File: config.mk
export PLATFORM = sky130hd
export DESIGN_NAME = syncFifo
export DESIGN_NICKNAME = d
export VERILOG_FILES = /design/src/source/syncFifo.sv
export SDC_FILE = /design/constraint.sdc
export NUM_CORES = 1
export LEC_CHECK = 0
export BUFFER_PORTS_ARGS = -buffer_cell sky130_fd_sc_hd__buf_2
export CAP_MARGIN = 10
export CORE_MARGIN = 2
export CORE_UTILIZATION = 62
export DETAILED_ROUTE_END_ITERATION = 12
export GPL_TIMING_DRIVEN = 0
export PLACE_DENSITY = 0.79
export SLEW_MARGIN = 20
export SYNTH_ARGS = -nofsm -noshare
export SYNTH_HDL_FRONTEND = slang
export SYNTH_SLANG_ARGS = --single-unit
File: constraint.sdc
create_clock -name clk -period 2.3 [get_ports clk]
set_clock_uncertainty 0.15 [all_clocks]
set_input_delay 0.23 -clock clk [delete_from_list [all_inputs] [get_ports clk]]
set_output_delay 0.23 -clock clk [all_outputs]
set_load 0.02 [all_outputs]
File: src/source/syncFifo.sv
module syncFifo #(
    parameter int depthLog2 = 5,
    parameter int width = 8,
    parameter int almostFullLevel = 28
) (
    input  logic                 clk,
    input  logic                 rstN,
    input  logic                 writeEnable,
    input  logic [width-1:0]     dataIn,
    input  logic                 readEnable,
    output logic [width-1:0]     dataOut,
    output logic                 empty,
    output logic [depthLog2:0]   usedw,
    output logic                 almostFull
);

    localparam int depth = 1 << depthLog2;

    logic [width-1:0] mem [depth];
    logic [depthLog2-1:0] wrPtr;
    logic [depthLog2-1:0] rdPtr;
    logic full;

    assign empty = (usedw == '0);
    assign full = (usedw == (depthLog2 + 1)'(depth));
    assign almostFull = (usedw >= (depthLog2 + 1)'(almostFullLevel));
    // show-ahead head
    assign dataOut = mem[rdPtr];

    always_ff @(posedge clk) begin
        if (writeEnable) begin
            mem[wrPtr] <= dataIn;
        end
    end

    always_ff @(posedge clk or negedge rstN) begin
        if (!rstN) begin
            wrPtr <= '0;
            rdPtr <= '0;
            usedw <= '0;
        end else begin
            if (writeEnable) begin
                wrPtr <= wrPtr + 1'b1;
            end
            if (readEnable) begin
                rdPtr <= rdPtr + 1'b1;
            end
            if (writeEnable && !readEnable) begin
                usedw <= usedw + 1'b1;
            end else if (readEnable && !writeEnable) begin
                usedw <= usedw - 1'b1;
            end
        end
    end

    noWriteWhenFull: assert property (@(posedge clk) disable iff (!rstN)
        !(writeEnable && full))
        else $error("syncFifo: write while full");

    noReadWhenEmpty: assert property (@(posedge clk) disable iff (!rstN)
        !(readEnable && empty))
        else $error("syncFifo: read while empty");

endmodule

Word-level counts from Yosys, hierarchy flattened
Memory sizes are Yosys's and may differ from the RTL's.
Index checks and enable logic that the tools add are counted.
- add/sub/neg operators: 4
- $lt $le $gt $ge: 1
- multiplexer cells: 4
- reductions and logical operators: 6
- operator list (operator ; number):
    6-bit two-way mux ; 2
    5-bit by 1-bit adder with 5-bit output (second input constant) ; 2
    6-bit by 1-bit adder with 6-bit output (second input constant) ; 1
    6-bit by 5-bit >= comparator with 1-bit output (second input constant) ; 1
    6-bit logical NOT ; 1
    6-bit by 1-bit subtractor with 6-bit output (second input constant) ; 1
    1-bit logical AND ; 2
    1-bit logical NOT ; 2
    1-bit two-way mux ; 2
    2-bit nonzero test ; 1
- register bits: 16
- RAM bits: 256
- input port bits: 12
- output and inout bits: 16
- word-level logic and storage cells: 19
- memories kept: 1
- memory list (name ; depth ; bits a word ; read ports ; clocked after memory_dff ; write ports ; RTL line ; text):
    mem ; 32 ; 8 ; 1 ; 0 ; 1 ; 19 ; logic [width-1:0] mem [depth];

Longest topological paths before layout
Gate-level depths: netlist of the first run.
- word-level depth: 4
- gate-level depth with buffers: 8
- gate-level depth less buffers: 8

Worst setup path after synthesis of the first run
No wires, ideal clock.
- path kind: register to output
- from: register rdPtr[0]
- to: output port dataOut[6]
- arrival: 1.909 ns
- required time: 1.920 ns
- path slack: 0.011 ns
- cell stages (with the launch flop): 9
- buffers on the path: 4
- cell sequence: dfrtp_1 buf_6 buf_4 buf_6 buf_6 mux2i_1 o221ai_1 a211oi_1 a311oi_1
- longest elaborated chain between the ends: 1
- RTL lines (item ; RTL line ; text):
    start, declared ; 21 ; logic [depthLog2-1:0] rdPtr;
    start signal, assigned ; 46 ; rdPtr <= rdPtr + 1'b1;
    memory read 32 x 8 bit ; -- ;
    end, declared ; 11 ; output logic [width-1:0] dataOut,
Every way passes these cells.

Worst setup path after layout of the first run
- from: register rdPtr[0]
- to: output port dataOut[2]
Same word-level chain as after synthesis.

==> out/results.txt, run 1 <==
kind of end point of the critical path = output pin
setup repair after global routing missed its margin = yes
launch instance of the worst register-to-register path = wrPtr[0]$_DFFE_PN0P_
dominant cell type by area after synthesis = sky130_fd_sc_hd__edfxtp_1
Period Utilization, post-route = 129.9%
type of the tightest min-delay check = in2async
Slew HR = 46.12%
sink count of the clock tree = 272
mean instance size in the synthesized netlist = 19.61 sq um
synth-to-layout area growth = 17.12%
global placement routability congestion = 0.8698
residual overflow from global routing = 0
Routed wire per std cell = 27.24 um
warning count from the yosys run = 0
leading post-synthesis cells by instance count = sky130_fd_sc_hd__edfxtp_1 (256), sky130_fd_sc_hd__mux4_2 (40), sky130_fd_sc_hd__nor2_1 (35)
Synth Net Count = 577
complex-gate fraction of the synthesized area = 4.710%
worst-path fanout max = 9
launching element of the worst setup path = rdPtr[0]$_DFFE_PN0P_
count of placed standard cells in the final layout, fillers left out = 872
number of flops mapped to enable cells by yosys = 256
Bufs on Longest Clock Path = 3
ANT nets after route = 0
vias in the first global route = 5765
dominant synthesized flop cell = sky130_fd_sc_hd__edfxtp_1
Arr. time, crit path = 2.61 ns
flip-flop and latch count after synthesis = 272
final hold violations = 0
count leader, synth = sky130_fd_sc_hd__edfxtp_1
post-synthesis mux area share = 13.47%
CORE AREA = 17240 sq um
number of buffers inserted during clock tree synthesis = 26
Total Nets Final = 651
P per Cell Area = 1287 nW/um^2
top cells by area, synth = sky130_fd_sc_hd__edfxtp_1 (71%), sky130_fd_sc_hd__mux4_2 (8.3%), sky130_fd_sc_hd__dfrtp_1 (3.7%)
adder and majority cell fraction of the synthesized area = 1.336%
post-CTS clock slew at the launch and capture registers of the worst setup and hold paths = 0.06 ns
violated checks = setup timing
detailed-routing iteration count for the pre-antenna-repair pass = 5
status = finished with violations
total global-route track usage = 26.48%
DIE AREA = 18600 sq um
xor and xnor fraction of the mapped netlist area = 0.9673%
combinational share of power = 37.1%
vertical extent of the die = 136.4 um
CTS H-tree lvls = 1
Max-cap violations = 0
gate count after technology mapping = 554
power spent charging and discharging nets = 5.325 mW
switching power as a share of total power = 32.51%
diodes inserted = 0
highest ir drop seen on vdd = 0.0008349 V
Chip Width = 136.4 um
CP Cell Sequence = buf_6 > buf_12 > buf_4 > mux4_2 > a22o_1 > a2111oi_4 > a21oi_2 > buf_2
Internal Pwr Total = 11.05 mW
Seq pwr share = 37.2%
first-pass GRT wire length = 35090 um
Clk network pwr share = 25.7%
number of antenna violations at the first check in global routing = 0
fraction of the mapped netlist area in simple logic gates = 2.982%
detailed-placement wirelength estimate = 14110 um
combinational family with the most area after synthesis = multiplexers
port bufs = 27
TritonCTS clock tree = built
worst hold margin = 0.03056 ns
clock tree root buffer cell = sky130_fd_sc_hd__clkbuf_16
starting density of the core = 63.04%
total via count after detailed routing = 5800
number of cell rows = 48
maximum cell stage delay along the critical path = 0.49 ns
pin count of the biggest net entering global routing = 33
Max Clk Rate = 0.3348 GHz
Req. time, crit path = 1.92 ns
post-synth design cell area = 10870 sq um
fraction of registers with async set/reset = 5.882%
fraction of the yosys area taken by sequential cells = 74.44%
residual DRC count = 0
number of endpoints failing setup at the final stage = 8
CP max-delay cell = sky130_fd_sc_hd__mux4_2
number of different library cells in the post-synthesis netlist = 45
overall routed net length = 23750 um
kind of critical path = reg2out
Final Critical Period = 2.987 ns
CP startpoint kind = flip-flop
final worst setup slack = -0.6870 ns
via-per-instance ratio = 6.651
number of pins with negative max-slew slack in the final report = 0
fraction of final layout cells sized beyond drive strength 1 = 33.08%
total power = 16.38 mW
leakage dissipation = 4.206 nW
insertion delay of the later-clocked pin in the worst-skew pair = 0.53 ns
proportion of netlist area held by the largest area contributor = 70.75%
placed cells = 806
Iter 0 DRT Violations = 676
worst-margin pin slew = 0.8083 ns
top-level I/O count = 28
## timing repair
item	CTS	global route
hold endpoints to repair	21	0
hold buffers	2	0
setup endpoints to repair	72	209
buffers inserted	7	10
pin swaps	10	10
gates cloned	1	0
gates resized for setup	59	45
## per-stage QoR
| step | setup TNS (ns) | setup WS, ns | utilization (%) | instance area (sq um) |
|---|---|---|---|---|
| 3_5_place_dp | -7.670 | -0.6915 | 65.45 | 11280 |
| 2_1_floorplan | 0 | 0.01079 | - | 10870 |
| 6_report | -5.196 | -0.6870 | 73.83 | 12730 |
| 4_1_cts | -5.615 | -0.7375 | 72.62 | 12520 |
| 5_1_grt | -5.843 | -0.7993 | 73.83 | 12730 |
| 3_3_place_gp | -5.521 | -0.6618 | 65.45 | 11280 |
## registers in the layout (all words and copies together) (netlist names)
| signal | cells |
|---|---|
| mem | 256 |
| usedw | 6 |
| rdPtr | 5 |
| wrPtr | 5 |
## placed cells by master (no fill, tap or decap), types with 3 or more instances in the layout
| cell | count |
|---|---|
| sky130_fd_sc_hd__a2111oi_4 | 7 |
| sky130_fd_sc_hd__a21oi_1 | 12 |
| sky130_fd_sc_hd__a21oi_2 | 4 |
| sky130_fd_sc_hd__a22o_1 | 6 |
| sky130_fd_sc_hd__a22oi_1 | 7 |
| sky130_fd_sc_hd__buf_12 | 7 |
| sky130_fd_sc_hd__buf_2 | 30 |
| sky130_fd_sc_hd__buf_4 | 21 |
| sky130_fd_sc_hd__buf_6 | 4 |
| sky130_fd_sc_hd__bufinv_16 | 3 |
| sky130_fd_sc_hd__clkbuf_1 | 12 |
| sky130_fd_sc_hd__clkbuf_16 | 27 |
| sky130_fd_sc_hd__clkbuf_4 | 3 |
| sky130_fd_sc_hd__clkinv_1 | 5 |
| sky130_fd_sc_hd__clkinv_2 | 4 |
| sky130_fd_sc_hd__dfrtp_1 | 15 |
| sky130_fd_sc_hd__edfxtp_1 | 256 |
| sky130_fd_sc_hd__ha_1 | 10 |
| sky130_fd_sc_hd__inv_1 | 5 |
| sky130_fd_sc_hd__mux2i_1 | 30 |
| sky130_fd_sc_hd__mux4_1 | 5 |
| sky130_fd_sc_hd__mux4_2 | 43 |
| sky130_fd_sc_hd__nand2_1 | 14 |
| sky130_fd_sc_hd__nand3b_1 | 3 |
| sky130_fd_sc_hd__nand4_1 | 3 |
| sky130_fd_sc_hd__nor2_2 | 32 |
| sky130_fd_sc_hd__o21ai_0 | 8 |
| sky130_fd_sc_hd__o221ai_1 | 7 |
| sky130_fd_sc_hd__o22ai_2 | 5 |
| sky130_fd_sc_hd__xnor2_1 | 8 |
| sky130_fd_sc_hd__xor2_1 | 4 |
## worst max-delay path: cells and delay by family (launching register included)
kind,cells,cell delay (ns)
AO/OA/AOI/OAI,3,0.64
buffers and inverters,4,0.59
multiplexers,1,0.49
flip-flops,1,0.36
## final cells by class
cell class	count	area [sq um]
plain buffers	30	282.8
clock buffers	33	698.2
clock inverters	14	143.9
fillers	948	4511
inverters	5	18.77
multi-input cells	246	2869
flip-flops and latches	272	8089
well taps	225	281.5
repair buffers	47	342.8
## power by group through the flow
stage	Clock [mW]	Sequential [mW]	Combinational (mW)
after floorplan	0	6.14	3.38
after global placement	0	6.10	4.68
after detailed placement	0	6.14	4.81
after CTS	4.26	6.04	5.66
after global routing	4.46	6.12	6.39
final	4.22	6.09	6.07
## per-layer routing
metal,GRT usage [%],wire length [um]
met2,43.27,11940
met5,0,0
met4,10.19,890
met1,35.61,9142
met3,5.481,1775
## path summary, 6_finish.rpt
path	endpoint	slack [ns]	depth (start not counted)
max	dataOut[2]	-0.69	8
min	rdPtr[1]$_DFFE_PN0P_	0.03	2
max reg2reg	mem[24][0]$_DFFE_PP_	0.03	4
min reg2reg	usedw[5]$_DFFE_PN0P_	0.39	1
max in group asynchronous	rdPtr[2]$_DFFE_PN0P_	1.65	2
min in group clk	wrPtr[1]$_DFFE_PN0P_	0.07	3
## cells by family (layout without fill, tap and decap cells)
kind of cell | count (synthesis) | in the layout
flops | 272 | 272
buf+inv | 36 | 129
mux | 83 | 83
fa+ha+maj | 11 | 11
xor+xnor | 12 | 12
compound gates | 70 | 70
simple gates | 70 | 70
Note: power is estimated with default switching activity, not from simulation.
==> run 2, diff against run 1 <==
--- a/config.mk
+++ b/config.mk
@@ -12,6 +12,7 @@
 export DETAILED_ROUTE_END_ITERATION = 12
 export GPL_TIMING_DRIVEN = 0
 export PLACE_DENSITY = 0.79
+export SETUP_SLACK_MARGIN = 0.3
 export SLEW_MARGIN = 20
 export SYNTH_ARGS = -nofsm -noshare
 export SYNTH_HDL_FRONTEND = slang
==> run 2 against run 1 <==
The flow still finishes with violations (setup timing). Sequential share of layout area shrank 2.6 points. Clock-buffer cell count grew 1. Die area is the same. Utilization grew 3.2 points. Global-route usage shrank 0.30 points. Critical path type unchanged. Largest power group is now combinational logic.
==> out/results.txt, run 2 (same netlist as run 1, synthesis figures left out) <==
status = finished with violations
violated checks = setup timing
vias in the first global route = 5846
Max Clk Rate = 0.3157 GHz
logic depth of the worst register-to-register path = 4
final hold violations = 0
Largest regs = mem x256, usedw x6
fraction of final layout cells sized beyond drive strength 1 = 38.84%
TritonCTS clock tree = built
DIE AREA = 18600 sq um
CTS H-tree lvls = 1
P per Cell Area = 1265 nW/um^2
total power = 16.79 mW
insertion delay of the later-clocked pin in the worst-skew pair = 0.53 ns
total via count after detailed routing = 5808
reg2reg setup slack = 0.33 ns
Req. time, crit path = 1.92 ns
diodes inserted = 0
number of cell rows = 48
setup repair after global routing missed its margin = yes
CORE AREA = 17240 sq um
synth-to-layout area growth = 22.16%
CP Cell Sequence = buf_6 > buf_12 > buf_6 > mux4_2 > a22o_4 > a2111oi_4 > a21oi_2 > buf_6
CP startpoint kind = flip-flop
Final Critical Period = 3.168 ns
Slew HR = 53.29%
sink count of the clock tree = 272
critical path's most frequent cell = sky130_fd_sc_hd__buf_6
port bufs = 27
most frequent cells in the layout = sky130_fd_sc_hd__edfxtp_1 (256), sky130_fd_sc_hd__mux4_2 (43), sky130_fd_sc_hd__nor2_4 (33), sky130_fd_sc_hd__buf_2 (30), sky130_fd_sc_hd__buf_4 (29)
CP max-delay cell = sky130_fd_sc_hd__mux4_2
worst-path fanout max = 8
number of pins with negative max-slew slack in the final report = 0
highest ir drop seen on vdd = 0.001024 V
total global-route track usage = 26.17%
leading cell type in the layout, fill and taps excluded = sky130_fd_sc_hd__edfxtp_1
Period Utilization, post-route = 137.7%
via-per-instance ratio = 6.475
Placement Cell Area = 11350 sq um
count of placed standard cells in the final layout, fillers left out = 897
type of the tightest min-delay check = in2async
maximum cell stage delay along the critical path = 0.52 ns
ANT nets after route = 0
kind of critical path = reg2out
Max-cap violations = 0
number of logic stages on the critical path including buffering = 8
crit path to = dataOut[4]
number of antenna violations at the first check in global routing = 0
worst-margin pin slew = 0.7007 ns
residual DRC count = 0
kind of cell adding the most delay to the critical path = compound AO/OA/AOI/OAI gates
detailed-placement wirelength estimate = 14070 um
Total Nets Final = 675
Routed wire per std cell = 28.08 um
leakage dissipation = 4.373 nW
Total Negative Setup Slacks = -6.119 ns
Iter 0 DRT Violations = 651
number of flip-flops under the largest register name = 256
buffers and inverters on the worst path = 4
kind of end point of the critical path = output pin
vertical extent of the die = 136.4 um
number of buffers inserted during clock tree synthesis = 26
Worst Setup Slack post-DPL = -0.4606 ns
overall routed net length = 25190 um
launching element of the worst setup path = rdPtr[0]$_DFFE_PN0P_
top-level I/O count = 28
Bufs on Longest Clock Path = 3
residual overflow from global routing = 0
detailed-routing iteration count for the pre-antenna-repair pass = 5
first-pass GRT wire length = 34960 um
largest register by flop count = mem
Final Instance Area = 13270 sq um
Filler Cell Count = 853
number of endpoints failing setup at the final stage = 8
placed cells = 806
clock tree root buffer cell = sky130_fd_sc_hd__clkbuf_16
pin count of the biggest net entering global routing = 33
launch instance of the worst register-to-register path = wrPtr[3]$_DFFE_PN0P_
global placement routability congestion = 0.8387
post-CTS clock slew at the launch and capture registers of the worst setup and hold paths = 0.07 ns
Chip Width = 136.4 um
capture point of the worst reg-to-reg path = mem[16][0]$_DFFE_PP_
final worst setup slack = -0.8680 ns
starting density of the core = 63.04%
Arr. time, crit path = 2.79 ns
-- run 2: final cells by class --
type	count	area (sq um)	area share [%]
inverters	5	18.77	0.1414
plain buffers	31	291.5	2.196
flip-flops and latches	272	8088	60.94
multi-input cells	246	3112	23.44
clock buffers	34	732.0	5.515
repair buffers	70	680.7	5.128
well taps	225	281.5	2.121
clock inverters	14	68.82	0.5185
-- run 2: worst reg2reg max path: stages, from the launching register on --
cell and delay (ns):
sky130_fd_sc_hd__dfrtp_1 0.37, sky130_fd_sc_hd__clkbuf_2 0.24, sky130_fd_sc_hd__nor2_1 0.19, sky130_fd_sc_hd__nand2_1 0.30, sky130_fd_sc_hd__nor2_4 0.38
-- run 2: how the worst min path moves through the flow --
stage               slack (ns)  depth (start not counted)                    to
global placement          0.01                          1  usedw[0]$_DFFE_PN0P_
detailed placement        0.02                          1  usedw[4]$_DFFE_PN0P_
floorplan                -0.22                          0  rdPtr[0]$_DFFE_PN0P_
finish                   0.006                          2  usedw[0]$_DFFE_PN0P_
CTS                       0.01                          2  usedw[0]$_DFFE_PN0P_
global route              0.03                          2  usedw[4]$_DFFE_PN0P_
-- run 2: timing repair --
action / CTS / global route
pin swaps: 12 / 27
setup buffers: 13 / 27
hold buffers: 2 / 0
endpoints found under the hold margin: 21 / 0
endpoints found under the setup margin: 265 / 177
gates cloned: 0 / 1
resized for setup: 90 / 59
-- run 2: power by group --
part | internal (mW) | leakage, nW | switching, mW | total (mW)
Clock | 2.23 | 0.395 | 1.76 | 4.00
Sequential | 5.84 | 2.50 | 0.201 | 6.04
Combinational | 3.02 | 1.48 | 3.73 | 6.76
Total | 11.1 | 4.37 | 5.70 | 16.8
-- run 2: per-layer routing --
layer  up-vias  track usage, %  wire, um
met5         -               0         0
met1      2979           35.43      9489
met2       286           44.81     13090
met4         0           8.391       964
met3        61           3.505      1649
li1       2482               -         -
-- run 2: through the flow --
step / util (%) / hold WS (ns)
after floorplan: - / -0.2156
after global placement: 65.88 / 0.01347
after detailed placement: 65.88 / 0.02044
after CTS: 73.72 / 0.01440
after global routing: 77.00 / 0.03301
final: 77.00 / 0.006021
==> run 3, diff against run 2 <==
--- a/config.mk
+++ b/config.mk
@@ -7,11 +7,12 @@
 export LEC_CHECK = 0
 export BUFFER_PORTS_ARGS = -buffer_cell sky130_fd_sc_hd__buf_2
 export CAP_MARGIN = 10
+export CORE_ASPECT_RATIO = 0.9
 export CORE_MARGIN = 2
-export CORE_UTILIZATION = 62
+export CORE_UTILIZATION = 65
 export DETAILED_ROUTE_END_ITERATION = 12
 export GPL_TIMING_DRIVEN = 0
-export PLACE_DENSITY = 0.79
+export PLACE_DENSITY = 0.94
 export SETUP_SLACK_MARGIN = 0.3
 export SLEW_MARGIN = 20
 export SYNTH_ARGS = -nofsm -noshare
==> constraint.sdc (replaced) <==
create_clock -name clk -period 3.8 [get_ports clk]
set_clock_uncertainty 0.15 [all_clocks]
set_input_delay 0.38 -clock clk [delete_from_list [all_inputs] [get_ports clk]]
set_output_delay 0.38 -clock clk [all_outputs]
set_load 0.02 [all_outputs]
==> run 3 against run 2 <==
The run now ends clean. Critical path depth decreased by 1. Flip-flop and latch count unchanged. Register-to-register slack improved by 1.0 ns. Clock-buffer cell count increased by 2. First-iteration DRC count grew 25%. Routed wire length decreased by 6.3%. Largest cell class unchanged. Largest power group is now registers.
==> out/results.txt, run 3 (same netlist as run 1, synthesis figures left out) <==
total power = 9.221 mW
post-route met1 wirelength = 8615 um
crit path to = dataOut[6]
Largest regs = mem x256, usedw x6
fraction of final layout cells sized beyond drive strength 1 = 22.38%
CP max-delay cell = sky130_fd_sc_hd__nor2_1
Period Utilization, post-route = 93.08%
global placement routability congestion = 0.9212
number of flip-flops under the largest register name = 256
number of antenna violations at the first check in global routing = 0
number of pins with negative max-slew slack in the final report = 0
Final Critical Period = 3.537 ns
vertical extent of the die = 126.7 um
type of the tightest min-delay check = in2reg
port bufs = 27
total via count after detailed routing = 5840
Arr. time, crit path = 3.01 ns
overall routed net length = 23600 um
kind of critical path = reg2out
launching element of the worst setup path = rdPtr[1]$_DFFE_PN0P_
top-level I/O count = 28
via-per-instance ratio = 6.977
logic depth of the worst register-to-register path = 3
clock tree root buffer cell = sky130_fd_sc_hd__clkbuf_16
TritonCTS clock tree = built
leakage dissipation = 4.038 nW
reg2reg setup slack = 1.35 ns
worst-path fanout max = 10
CTS H-tree lvls = 1
CORE AREA = 16240 sq um
capture point of the worst reg-to-reg path = mem[5][0]$_DFFE_PP_
final hold violations = 0
kind of end point of the critical path = output pin
first-pass GRT wire length = 35760 um
starting density of the core = 66.90%
Max-cap violations = 0
ANT nets after route = 0
largest register by flop count = mem
detailed-routing iteration count for the pre-antenna-repair pass = 6
total global-route track usage = 27.48%
critical path's most frequent cell = sky130_fd_sc_hd__buf_2
CP Cell Sequence = buf_2 > buf_2 > nor2_1 > buf_2 > a211oi_1 > a311oi_1 > buf_2
most frequent cells in the layout = sky130_fd_sc_hd__edfxtp_1 (256), sky130_fd_sc_hd__mux4_2 (40), sky130_fd_sc_hd__buf_2 (36), sky130_fd_sc_hd__nor2_1 (35), sky130_fd_sc_hd__mux2i_1 (33)
residual overflow from global routing = 0
insertion delay of the later-clocked pin in the worst-skew pair = 0.52 ns
post-CTS clock slew at the launch and capture registers of the worst setup and hold paths = 0.07 ns
number of cell rows = 44
detailed-placement wirelength estimate = 14560 um
Slew HR = 33.60%
leading cell type in the layout, fill and taps excluded = sky130_fd_sc_hd__edfxtp_1
Iter 0 DRT Violations = 815
setup repair after global routing missed its margin = yes
Bufs on Longest Clock Path = 3
Max Clk Rate = 0.2827 GHz
CP startpoint kind = flip-flop
status = completed
top layer used by detailed routing = met4
pin count of the biggest net entering global routing = 33
maximum cell stage delay along the critical path = 0.56 ns
number of endpoints failing setup at the final stage = 0
wire length on met3 = 2149 um
Chip Width = 140.3 um
Filler Cell Count = 816
worst-margin pin slew = 0.9923 ns
vias in the first global route = 6003
number of buffers inserted during clock tree synthesis = 26
multi-input combinational cell area = 2570 sq um
Routed wire per std cell = 28.19 um
sink count of the clock tree = 272
Total Negative Setup Slacks = 0 ns
DR WL met2 = 11760 um
Total Nets Final = 633
highest ir drop seen on vdd = 0.0005267 V
P per Cell Area = 760.5 nW/um^2
area taken by flip-flops and latches = 8088 sq um
diodes inserted = 0
synth-to-layout area growth = 11.60%
DIE AREA = 17770 sq um
Req. time, crit path = 3.27 ns
launch instance of the worst register-to-register path = wrPtr[2]$_DFFE_PN0P_
residual DRC count = 0
run 3: cell types whose count changed in the layout (fill, tap and decap cells not counted), moves of 8 or more:
cell	delta
sky130_fd_sc_hd__buf_4	-26
sky130_fd_sc_hd__nor2_1	+33
sky130_fd_sc_hd__clkbuf_1	+8
sky130_fd_sc_hd__a21oi_1	+8
sky130_fd_sc_hd__buf_12	-18
sky130_fd_sc_hd__a21oi_2	-8
sky130_fd_sc_hd__nor2_4	-33
run 3: worst min-delay path by stage:
stage / startpoint / end / cells past startpoint
global placement: rstN / usedw[1]$_DFFE_PN0P_ / 1
detailed placement: rstN / usedw[2]$_DFFE_PN0P_ / 1
floorplan: rstN / rdPtr[0]$_DFFE_PN0P_ / 0
CTS: readEnable / rdPtr[0]$_DFFE_PN0P_ / 2
finish: readEnable / rdPtr[0]$_DFFE_PN0P_ / 2
global route: readEnable / rdPtr[0]$_DFFE_PN0P_ / 2
run 3: stage by stage:
step	hold WS, ns	cell area, sq um	util (%)	instances	worst slack (ns)
2_1_floorplan	-0.06559	10870	-	554	1.361
3_3_place_gp	0.1563	11260	69.33	788	0.8443
3_5_place_dp	0.1707	11260	69.33	788	0.7521
4_1_cts	0.03758	12120	74.60	837	0.3243
5_1_grt	0.05038	12130	74.66	837	0.2352
6_report	0.06154	12130	74.66	837	0.2630
run 3: layout make-up:
| type | count | area share (%) |
|---|---|---|
| timing repair buffer | 28 | 1.197 |
| inverter | 5 | 0.1548 |
| buffer | 31 | 1.744 |
| tap | 207 | 2.136 |
| sequential | 272 | 66.70 |
| multi-input combinational | 246 | 21.19 |
| clock buffer | 36 | 6.016 |
| clock inverter | 12 | 0.8565 |
run 3: power by group:
| group | leakage [nW] | total [mW] | switching [mW] | internal, mW |
|---|---|---|---|---|
| combinational | 1.14 | 3.04 | 1.81 | 1.23 |
| sequential | 2.50 | 3.67 | 0.132 | 3.53 |
| clock | 0.404 | 2.51 | 1.09 | 1.42 |
run 3: repair_timing:
action                                 CTS  global route
gates resized for setup                  4             2
setup endpoints to repair                4             5
buffers inserted                         0             0
hold buffers                             1             0
endpoints found under the hold margin   16             0
run 3: worst max-delay path: cells and delay by family, from the launching register on:
| family | cells | cell delay (ns) |
|---|---|---|
| AO/OA/AOI/OAI | 2 | 0.49 |
| buffers and inverters | 4 | 1.03 |
| flip-flops | 1 | 0.39 |
| AND/OR/NAND/NOR | 1 | 0.56 |
run 3: metal layers:
layer | vias up | track usage [%]
li1 | 2384 | -
met1 | 2953 | 37.59
met2 | 416 | 45.65
met3 | 87 | 3.888
met4 | 0 | 11.47
met5 | - | 0
